--- src/logic/music_box_pkg.sv ---
package music_box_pkg;

    localparam int PITCH_W    = 3;
    localparam int BEATS_W    = 3;
    localparam int SPEED_W    = 2;
    localparam int SONG_SEL_W = 2;
    localparam int FIFO_DEPTH = 8;
    localparam int SONG_LEN   = 8;
    localparam int SONG_COUNT = 4;
    localparam int DUR_W      = 7;  // Up to 7 beats of 12 cycles
    localparam int HALF_W     = 4;

    // Note view of a song word
    typedef struct packed {
        logic               kind;  // 0 here
        logic [PITCH_W-1:0] pitch;  // 0 is a rest
        logic [BEATS_W-1:0] beats;
        logic               pad;
    } note_t;

    // Control view, kind is 1
    typedef struct packed {
        logic       kind;
        logic       loop;  // Clear for stop
        logic [5:0] pad;
    } ctrl_t;

    typedef union packed {
        note_t note;
        ctrl_t ctrl;
    } song_word_t;

    typedef struct packed {
        logic [PITCH_W-1:0] pitch;
        logic [BEATS_W-1:0] beats;
        logic [SPEED_W-1:0] speed;
    } note_entry_t;

    typedef struct packed {
        logic                  start;
        logic [SONG_SEL_W-1:0] song;
        logic [SPEED_W-1:0]    speed;
    } buttons_t;

    typedef struct packed {
        logic               strobe;
        logic [PITCH_W-1:0] pitch;
        logic [BEATS_W-1:0] beats;
    } note_event_t;

    // Pitch n plays with a half period of n+1 cycles
    localparam int HALF_PERIOD [2**PITCH_W] = '{1, 2, 3, 4, 5, 6, 7, 8};

    // Cycles per beat, slowest speed code first
    localparam int BEAT_CYCLES [2**SPEED_W] = '{12, 8, 6, 4};

    localparam logic [7:0] STOP_WORD = 8'h80;
    localparam logic [7:0] LOOP_WORD = 8'hC0;

    // Note words laid out as kind_pitch_beats_pad
    localparam song_word_t SONG_ROM [SONG_LEN*SONG_COUNT] = '{
        8'b0_001_010_0, 8'b0_010_001_0, 8'b0_011_001_0, 8'b0_100_010_0,  // Song 0
        8'b0_101_001_0, 8'b0_110_001_0, 8'b0_111_011_0, STOP_WORD,
        8'b0_101_001_0, 8'b0_011_001_0, 8'b0_001_010_0, 8'b0_011_001_0,  // Song 1
        8'b0_101_010_0, LOOP_WORD,      STOP_WORD,      STOP_WORD,
        8'b0_010_010_0, 8'b0_000_010_0, 8'b0_100_001_0, 8'b0_000_001_0,  // Song 2, rests
        8'b0_110_010_0, STOP_WORD,      STOP_WORD,      STOP_WORD,
        8'b0_011_010_0, STOP_WORD,      STOP_WORD,      STOP_WORD,       // Song 3
        STOP_WORD,      STOP_WORD,      STOP_WORD,      STOP_WORD
    };

endpackage

--- src/logic/debounce.sv ---
module debounce #(
    parameter int DEBOUNCE_DELAY = 100000
) (
    input  logic                    clk,
    input  logic                    rst,
    input  music_box_pkg::buttons_t raw,
    output music_box_pkg::buttons_t clean
);
    import music_box_pkg::*;

    localparam int NUM_BITS = $bits(buttons_t);

    logic [NUM_BITS-1:0] raw_bits;
    logic [NUM_BITS-1:0] clean_bits;

    assign raw_bits = raw;
    assign clean    = clean_bits;

    for (genvar i = 0; i < NUM_BITS; i++) begin : g_bit
        logic [$clog2(DEBOUNCE_DELAY+1)-1:0] cnt;

        always_ff @(posedge clk) begin
            if (rst) begin
                cnt           <= '0;
                clean_bits[i] <= 1'b0;
            end else if (raw_bits[i] == clean_bits[i]) begin
                cnt <= '0;  // Input agrees, start over
            end else if (cnt == DEBOUNCE_DELAY) begin
                clean_bits[i] <= raw_bits[i];
                cnt           <= '0;
            end else begin
                cnt <= cnt + 1'b1;
            end
        end

        // The new level was already on the input a full delay earlier
        assert property (@(posedge clk) disable iff (rst)
            !$stable(clean_bits[i])
                |-> ($past(raw_bits[i], DEBOUNCE_DELAY + 1) == clean_bits[i]));
    end

endmodule

--- src/logic/song_sequencer.sv ---
module song_sequencer (
    input  logic                       clk,
    input  logic                       rst,
    input  music_box_pkg::buttons_t    clean,
    input  logic                       full,
    output logic                       push,
    output music_box_pkg::note_entry_t push_data
);
    import music_box_pkg::*;

    logic                        busy;
    logic                        start_q;
    logic                        start_rise;
    logic [SONG_SEL_W-1:0]       song_q;
    logic [SPEED_W-1:0]          speed_q;
    logic [$clog2(SONG_LEN)-1:0] idx;
    song_word_t                  word;

    assign start_rise = clean.start & ~start_q;
    assign word       = SONG_ROM[{song_q, idx}];  // Song base plus offset

    // A note word goes out unless the FIFO is full or start cancels
    assign push = busy && !word.note.kind && !full && !start_rise;

    assign push_data.pitch = word.note.pitch;
    assign push_data.beats = word.note.beats;
    assign push_data.speed = speed_q;

    always_ff @(posedge clk) begin
        if (rst) begin
            busy    <= 1'b0;
            start_q <= 1'b0;
            idx     <= '0;
        end else begin
            start_q <= clean.start;
            if (start_rise) begin
                busy <= ~busy;  // Start when idle, stop when busy
                idx  <= '0;
            end else if (busy) begin
                if (word.ctrl.kind) begin
                    if (word.ctrl.loop) begin
                        idx <= '0;
                    end else begin
                        busy <= 1'b0;
                    end
                end else if (!full) begin
                    idx <= idx + 1'b1;
                end
            end
        end
    end

    // Selection only sampled when a song starts
    always_ff @(posedge clk) begin
        if (start_rise && !busy) begin
            song_q  <= clean.song;
            speed_q <= clean.speed;
        end
    end

    // Every pushed note moves the read on by one word
    assert property (@(posedge clk) disable iff (rst)
        push |=> (idx == $past(idx) + 1'b1));

endmodule

--- src/logic/note_fifo.sv ---
module note_fifo (
    input  logic                       clk,
    input  logic                       rst,
    input  logic                       push,
    input  music_box_pkg::note_entry_t push_data,
    output logic                       full,
    input  logic                       pop,
    output music_box_pkg::note_entry_t pop_data,
    output logic                       empty
);
    import music_box_pkg::*;

    note_entry_t                      mem [FIFO_DEPTH];
    logic [$clog2(FIFO_DEPTH)-1:0]    wr_ptr;
    logic [$clog2(FIFO_DEPTH)-1:0]    rd_ptr;
    logic [$clog2(FIFO_DEPTH+1)-1:0]  count;
    logic                             do_push;
    logic                             do_pop;

    assign do_push  = push && !full;
    assign do_pop   = pop && !empty;
    assign full     = (count == FIFO_DEPTH);
    assign empty    = (count == 0);
    assign pop_data = mem[rd_ptr];  // Head shown combinationally

    always_ff @(posedge clk) begin
        if (rst) begin
            wr_ptr <= '0;
            rd_ptr <= '0;
            count  <= '0;
        end else begin
            if (do_push) wr_ptr <= wr_ptr + 1'b1;  // Power of two depth wraps
            if (do_pop) rd_ptr <= rd_ptr + 1'b1;
            case ({do_push, do_pop})
                2'b10:   count <= count + 1'b1;
                2'b01:   count <= count - 1'b1;
                default: count <= count;
            endcase
        end
    end

    always_ff @(posedge clk) begin
        if (do_push) mem[wr_ptr] <= push_data;
    end

    assert property (@(posedge clk) disable iff (rst) full |-> !push);
    assert property (@(posedge clk) disable iff (rst) empty |-> !pop);

endmodule

--- src/logic/tone_generator.sv ---
module tone_generator (
    input  logic                       clk,
    input  logic                       rst,
    input  logic                       empty,
    input  music_box_pkg::note_entry_t pop_data,
    output logic                       pop,
    output logic                       tone_out,
    output music_box_pkg::note_event_t note_event,
    output logic                       playing
);
    import music_box_pkg::*;

    logic                active;
    logic                note_end;
    logic                strobe;
    logic [DUR_W-1:0]    dur_cnt;  // Cycles left in the note
    logic [HALF_W-1:0]   half_cnt;
    logic [PITCH_W-1:0]  pitch_q;
    logic [BEATS_W-1:0]  beats_q;

    assign note_end = active && (dur_cnt == DUR_W'(1));

    // Take the next note on its predecessor's last cycle, no gap
    assign pop     = !empty && (!active || note_end);
    assign playing = active;

    assign note_event.strobe = strobe;
    assign note_event.pitch  = pitch_q;
    assign note_event.beats  = beats_q;

    always_ff @(posedge clk) begin
        if (rst) begin
            active   <= 1'b0;
            strobe   <= 1'b0;
            tone_out <= 1'b0;
            dur_cnt  <= '0;
            half_cnt <= '0;
        end else begin
            strobe <= pop;
            if (pop) begin
                active   <= 1'b1;
                tone_out <= 1'b0;  // Every note starts low
                dur_cnt  <= DUR_W'(pop_data.beats * BEAT_CYCLES[pop_data.speed]);
                half_cnt <= HALF_W'(HALF_PERIOD[pop_data.pitch]);
            end else if (active) begin
                dur_cnt <= dur_cnt - 1'b1;
                if (note_end) begin
                    active   <= 1'b0;
                    tone_out <= 1'b0;
                end else if (half_cnt == HALF_W'(1)) begin
                    half_cnt <= HALF_W'(HALF_PERIOD[pitch_q]);
                    if (pitch_q != '0) tone_out <= ~tone_out;  // Rest stays low
                end else begin
                    half_cnt <= half_cnt - 1'b1;
                end
            end
        end
    end

    always_ff @(posedge clk) begin
        if (pop) begin
            pitch_q <= pop_data.pitch;
            beats_q <= pop_data.beats;
        end
    end

    // A note announced while silent would be lost
    assert property (@(posedge clk) disable iff (rst)
        note_event.strobe |-> (playing && !tone_out));

endmodule

--- src/logic/music_box_top.sv ---
module music_box_top #(
    parameter int DEBOUNCE_DELAY = 100000
) (
    input  logic                       clk,
    input  logic                       rst,
    input  music_box_pkg::buttons_t    buttons,
    output logic                       tone_out,
    output music_box_pkg::note_event_t note_event,
    output logic                       playing
);
    import music_box_pkg::*;

    buttons_t    clean;
    logic        push;
    logic        full;
    note_entry_t push_data;
    logic        pop;
    logic        empty;
    note_entry_t pop_data;

    debounce #(
        .DEBOUNCE_DELAY(DEBOUNCE_DELAY)
    ) u_debounce (
        .clk  (clk),
        .rst  (rst),
        .raw  (buttons),
        .clean(clean)
    );

    song_sequencer u_sequencer (
        .clk      (clk),
        .rst      (rst),
        .clean    (clean),
        .full     (full),
        .push     (push),
        .push_data(push_data)
    );

    note_fifo u_fifo (
        .clk      (clk),
        .rst      (rst),
        .push     (push),
        .push_data(push_data),
        .full     (full),
        .pop      (pop),
        .pop_data (pop_data),
        .empty    (empty)
    );

    tone_generator u_tone (
        .clk       (clk),
        .rst       (rst),
        .empty     (empty),
        .pop_data  (pop_data),
        .pop       (pop),
        .tone_out  (tone_out),
        .note_event(note_event),
        .playing   (playing)
    );

endmodule

--- config.mk ---
export PLATFORM = sky130hd
export DESIGN_NAME = music_box_top
export DESIGN_NICKNAME = d
export VERILOG_FILES = /design/src/logic/music_box_pkg.sv /design/src/logic/debounce.sv /design/src/logic/song_sequencer.sv /design/src/logic/note_fifo.sv /design/src/logic/tone_generator.sv /design/src/logic/music_box_top.sv
export SDC_FILE = /design/constraint.sdc
export NUM_CORES = 1
export LEC_CHECK = 0
export BUFFER_PORTS_ARGS = -buffer_cell sky130_fd_sc_hd__buf_2
export CORE_MARGIN = 2
export CORE_UTILIZATION = 47
export DETAILED_ROUTE_END_ITERATION = 16
export GPL_ROUTABILITY_DRIVEN = 1
export PLACE_DENSITY_LB_ADDON = 0.25
export SETUP_SLACK_MARGIN = 0.5
export SLEW_MARGIN = 10
export SYNTH_ARGS = -nofsm -noshare
export SYNTH_HDL_FRONTEND = slang
export SYNTH_SLANG_ARGS = --single-unit
--- constraint.sdc ---
create_clock -name clk -period 3.1 [get_ports clk]
set_input_delay 0.155 -clock clk [delete_from_list [all_inputs] [get_ports clk]]
set_output_delay 0.155 -clock clk [all_outputs]
set_load 0.01 [all_outputs]
Word level (Yosys, flattened, before mapping) --
Memories as Yosys holds them, arrays and structs flattened. A register that Yosys moved wholly into a read port is not among the register bits. Cells that the tools add are included. Widths: inputs -> output; s select.
Cells by class: order comparisons 4, multiply operators 1, reduce and logical (&&, ||, !) cells 36, $add $sub $neg 12, mux-type cells 33, equal/unequal tests 18, bitwise logic cells 13
Operators by type and width (number):
- $add 17x1->17 const B | 5
- $eq 17x17->1 const B | 5
- $bmux 32 s2 | 1
- $mux 32 | 2
- $mul 3x32->7 | 1
- $mux 4 | 8
- $mux 8 | 2
- $mux 3 | 5
- $reduce_or 3->1 | 5
- $mux 7 | 2
- $mux 1 | 12
- $reduce_and 2->1 | 6
- $add 3x1->3 const B | 3
- $ge 4x4->1 const B | 2
- $logic_and 1x1->1 | 8
- $not 1->1 | 8
- $not 3->4 | 2
- $pmux 4 s2 | 1
- $reduce_bool 2->1 | 4
- $sub 4x1->4 const B | 2
- $eq 7x1->1 const B | 1
- $sub 7x1->7 const B | 1
- $ge 6x6->1 const B | 1
- $logic_not 1->1 | 6
- other kinds (16) | 24
Word-level totals: output and inout port bits 9, memories 4, bits in registers 129, input port bits 7, memory bits (read-only) 768, bits in writable memories 64
Memories:
- (no name shown) | words 32, width 8, rd ports 1, clocked after Yosys merged registers in 0, wr ports 0, line song_sequencer.sv:20 | assign word = SONG_ROM[{song_q, idx}];
- (no name shown) | words 8, width 32, rd ports 1, clocked after Yosys merged registers in 0, wr ports 0, line tone_generator.sv:44 | half_cnt <= HALF_W'(HALF_PERIOD[pop_data.pitch]);
- (no name shown) | words 8, width 32, rd ports 1, clocked after Yosys merged registers in 0, wr ports 0, line tone_generator.sv:51 | half_cnt <= HALF_W'(HALF_PERIOD[pitch_q]);
- u_fifo.mem | words 8, width 8, rd ports 1, clocked after Yosys merged registers in 1, wr ports 1, line note_fifo.sv:13 | note_entry_t mem [FIFO_DEPTH];

Depth between registers and ports, before layout --
depth in word-level cells 11, mapped depth 13

By module --
Synthesis repeated with hierarchy kept, for this count alone.
Unflattened totals: cells, all modules 873, area, all modules 9367.7 µm²
Modules (own cells, without submodules):
- debounce | area each 4134.0 µm², times used 1, cells an instance 474
- note_fifo | area each 3151.8 µm², times used 1, cells an instance 167
- tone_generator | area each 1343.8 µm², times used 1, cells an instance 145
- song_sequencer | area each 738.2 µm², times used 1, cells an instance 87

Worst setup path after synthesis --
No wires, ideal clock.
path kind flip-flop to flip-flop, start reg u_sequencer.idx[0], end reg u_fifo.count[3], buffers on the path 0, data arrival time 2784 ps, path slack 245 ps, required time 3029 ps, cell stages (with the launch flop) 14, period minus slack after synthesis 2855 ps, path through dfxtp_1 -> inv_1 -> ha_1 -> nor2b_1 -> o32ai_1 -> nor3_1 -> nand2_1 -> ha_1 -> ha_1 -> a21o_1 -> a21oi_1 -> xnor2_1 -> or3_1 -> a21oi_1
On the way: cells in the longest elaborated chain, start to end 11, elaborated cells on any way between the ends 13
RTL lines:
- start, declared | line song_sequencer.sv:16 | logic [$clog2(SONG_LEN)-1:0] idx;
- start signal, assigned | line song_sequencer.sv:47 | idx <= idx + 1'b1;
- $not 5->6 (implied by the code) * | line song_sequencer.sv:20
- $mem_v2 32x8 *
- $mux 8 (implied by the code) * (2 in a row) | line song_sequencer.sv:20
- $logic_not 1->1 * | line song_sequencer.sv:23 | assign push = busy && !word.note.kind && !full && !start_rise;
- $logic_and 1x1->1 * (3 in a row) | line song_sequencer.sv:23
- $logic_and 1x1->1 * | line note_fifo.sv:20 | assign do_push = push && !full;
- $eq 2x1->1 / $eq 2x2->1 (equally long branches) | line note_fifo.sv:34 | case ({do_push, do_pop})
- $pmux 4 s2 / $reduce_bool 2->1 (equally long branches)
- end signal, assigned | line note_fifo.sv:35 | 2'b10: count <= count + 1'b1;
- end signal, assigned | line note_fifo.sv:36 | 2'b01: count <= count - 1'b1;
- end signal, assigned | line note_fifo.sv:37 | default: count <= count;
- end, declared | line note_fifo.sv:16 | logic [$clog2(FIFO_DEPTH+1)-1:0] count;
Every way passes the cells marked *; elsewhere a longest branch is shown, timed or not. The select of a mux whose other input is x is not followed. A chain may end at the register's enable or synchronous reset.

==> reports/metrics.cfg <==
[cells_and_area]
nNetsFinal = 907
design_area_um2 = 9850
layout_commonest_cell = nor2_1
final_layout_size_suffix_gt1_frac = 0.139
insertedDiodeCount = 0
layout_common_cells = nor2_1, dfxtp_1, edfxtp_1
area_growth_syn_to_fin_pct = 13.3

[global_route]
grt_pass1_wl_um = 26000
number_of_antenna_violations_at_the_first_check_in_global_routing = 0
grt_use_total = 0.163
grt_start_max_net_pins = 23
via_count_of_the_first_global_routing_pass = 5442
overall_overflow_remaining_after_global_route = 0

[power]
vdd.ir_drop.worst_mv = 0.406
p_leak_nw = 3.46
power.density_nw_per_um2 = 648

[setup_path]
cp.required_ns = 3.41
end_kind = flip-flop
timing.critical_path.fanout_max = 6
critical_path_class = flip-flop to flip-flop
slowest_delay_ns = 0.56
crit_path_cell_trace = mux4_2, mux2_4, nor2_4, nor2_1, ha_1, ha_2, inv_2, fa_2, a211oi_2
crit_family = adder cells
cp_data_arrival_time_ns = 2.91
crit_path_start_kind = flip-flop
worst-path-buf-inv = 1
worst_path_max_delay_cell = fa_2

[clock_network]
cts.reportedPaths.clkPinSlew_ns = 0.07
cts_buffer_depth = 2
clkSinkCount = 187
number_of_buffers_created_by_cts = 17
ctsRootBufferMaster = clkbuf_16
worst_skew_pair.late_latency_ns = 0.43
cts_tree = yes
ctsHtreeMaxLevel = 4

[sta]
final_setup_vio_count = 0
tightest_slew_ns = 0.879
clock_skew_ns = 0.0101
slew-limit-headroom = 0.414
postLayoutSetupSlackWorst_ns = 0.504
totalNegativeSetupSlack_ns = 0
post-route-min-period_ns = 2.60
final-max-slew-violation-count = 0
grt_setup_unrepaired = yes
report.final.hold_viol_count = 0
max_freq_ghz = 0.385
period_share = 0.837

[routing]
firstDrtPassIters = 10
drt-wirelength-per-cell_um = 13.9
antenna_left = 0
drc = 1
via_count = 5731
via_per_inst = 5.18
drt_iter0_markers = 349
routed_wl_um = 15400

[synth]
synth_edf_count = 65
synthSimpleGateAreaFrac = 0.197
yosys.area_share.adder = 0.0521
synth-xor-area-share = 0.0916
synth.lib_cells_used.distinct = 66
synth-compound-area-share = 0.0504
synth_top_family_by_area = simple AND/OR/NAND/NOR gates
synth.area.top_cells = dfxtp_1, edfxtp_1, nor2_1
yosysWarningCount = 0
synth.area.mux_share = 0.0691
mappedNetlistNets = 865
mean_post_synth_cell_area_um2 = 10.6
syn-cell-area_um2 = 8700
synth_flop_cell = dfxtp_1
synth_seq_area_share = 0.505
post-synth-top-area-fraction = 0.281
ys_ff_latch = 187
post_synth_top_area_cell = dfxtp_1
post_synth_inst_count = 823
postSynth.asyncResetShare = 0

[floorplan]
die_extent_in_x_um = 140
core_um2 = 18100
effective_utilization_at_floorplan = 0.481
placement_rows = 49
dieArea_um2 = 19600
pin_count = 16
floorplan.die.height_um = 140

[run]
cap_violations = 0

[status]
run_status = finished, violations left
violations = design-rule violations

[placed_design]
gpl.final_weighted_congestion = 0.812
port_buffers = 14
pre_cts_slack_ns = 0.244
post_dp_cell_area_um2 = 9090
dp.final_hpwl_um = 10500

[worst_hold_path]
timing.hold.worst.class = input port to flip-flop

==> registers in the layout (all words and copies together) (netlist names), 2 cells and up, named ones only <==
register / count
u_tone.half_cnt: 4
u_fifo.mem: 56
u_sequencer.speed_q: 2
u_tone.beats_q: 2
u_sequencer.song_q: 2
u_fifo.rd_ptr: 3
u_tone.pitch_q: 3
u_fifo.wr_ptr: 3
u_sequencer.idx: 3
u_fifo.count: 4
u_tone.dur_cnt: 7
u_debounce.clean: 5
u_debounce.g_bit.cnt: 85
==> area by class of cell <==
class,instances,area (um2)
inverters,40,150
clock buffers,17,425
flip-flops and latches,187,4410
fillers,1545,8240
clock inverters,15,164
well taps,229,287
multi-input cells,572,4080
repair buffers,47,330
==> kinds of logic (layout without fill, tap and decap cells) <==
group / Yosys count / after routing
AOI/OAI and AO/OA: 60 / 60
xor gates and xnor gates: 91 / 91
adders and majority gates: 35 / 35
buffers and inverters: 64 / 119
DFF: 187 / 187
muxes: 34 / 34
other: 1 / 1
and+or+nand+nor: 351 / 351
==> per-stage QoR <==
stage	hold slack [ns]	cells	util	total power, mW
floorplan	0.299	823	-	3.92
global placement	0.414	1062	0.503	4.17
detailed placement	0.424	1062	0.503	4.20
CTS	0.125	1104	0.542	6.43
global route	0.160	1107	0.545	6.73
finish	0.128	1107	0.545	6.38
==> what timing repair did <==
item	4_1_cts	5_1_grt
buffers inserted	5	3
pin swaps	3	4
setup endpoints to repair	7	6
hold endpoints to repair	5	0
hold buffers	5	0
gates resized for setup	17	13
==> path summary, 6_finish.rpt <==
path / start / endpoint / slack [ns] / cells past startpoint
max reg2reg: flip-flop / u_tone.dur_cnt[4] / 0.50 / 9
max: flip-flop / u_tone.dur_cnt[4] / 0.50 / 9
min reg2reg: u_debounce.g_bit[3].cnt[0] / u_debounce.g_bit[3].cnt[0] / 0.47 / 1
min: rst / u_debounce.clean[2] / 0.13 / 2
==> Yosys cell counts, types with 2 or more instances <==
master    count
nor3_1       33
inv_1        39
a221oi_1      3
o21ai_0      16
nand4_1      21
dfxtp_1     122
nand2b_1      6
mux2i_1      12
xnor2_1      44
buf_6         3
nand2_1      47
o32ai_1       3
nor3b_1       4
mux2_2        6
ha_1         33
o21a_1        3
and3_1       15
a211oi_1      5
o31ai_1       2
a21oi_1      14
and4_1        6
nor2b_1       8
nor2_1      140
buf_1         3
xor2_1       47
or3_1         8
nand3_1      36
fa_1          2
buf_2         3
nor4_1        6
edfxtp_1     65
and2_1        2
clkbuf_1     11
nor4b_1       8
buf_4         3
mux4_1       14
==> routing by layer <==
| layer | track usage | vias up | part of all wire |
|---|---|---|---|
| li1 | - | 2972 | - |
| met1 | 0.217 | 2694 | 0.49 |
| met2 | 0.270 | 59 | 0.47 |
| met3 | 0.0362 | 6 | 0.027 |
| met4 | 0.0468 | 0 | 0.0073 |
| met5 | 0 | - | 0 |
==> where the power goes <==
group | leakage (nW) | switching, mW | internal [mW]
Clock | 0.274 | 0.966 | 1.20
Combinational | 1.62 | 0.739 | 0.647
Sequential | 1.57 | 0.152 | 2.67
Total | 3.46 | 1.86 | 4.52
No activity file was read; power rests on OpenSTA's default activity.
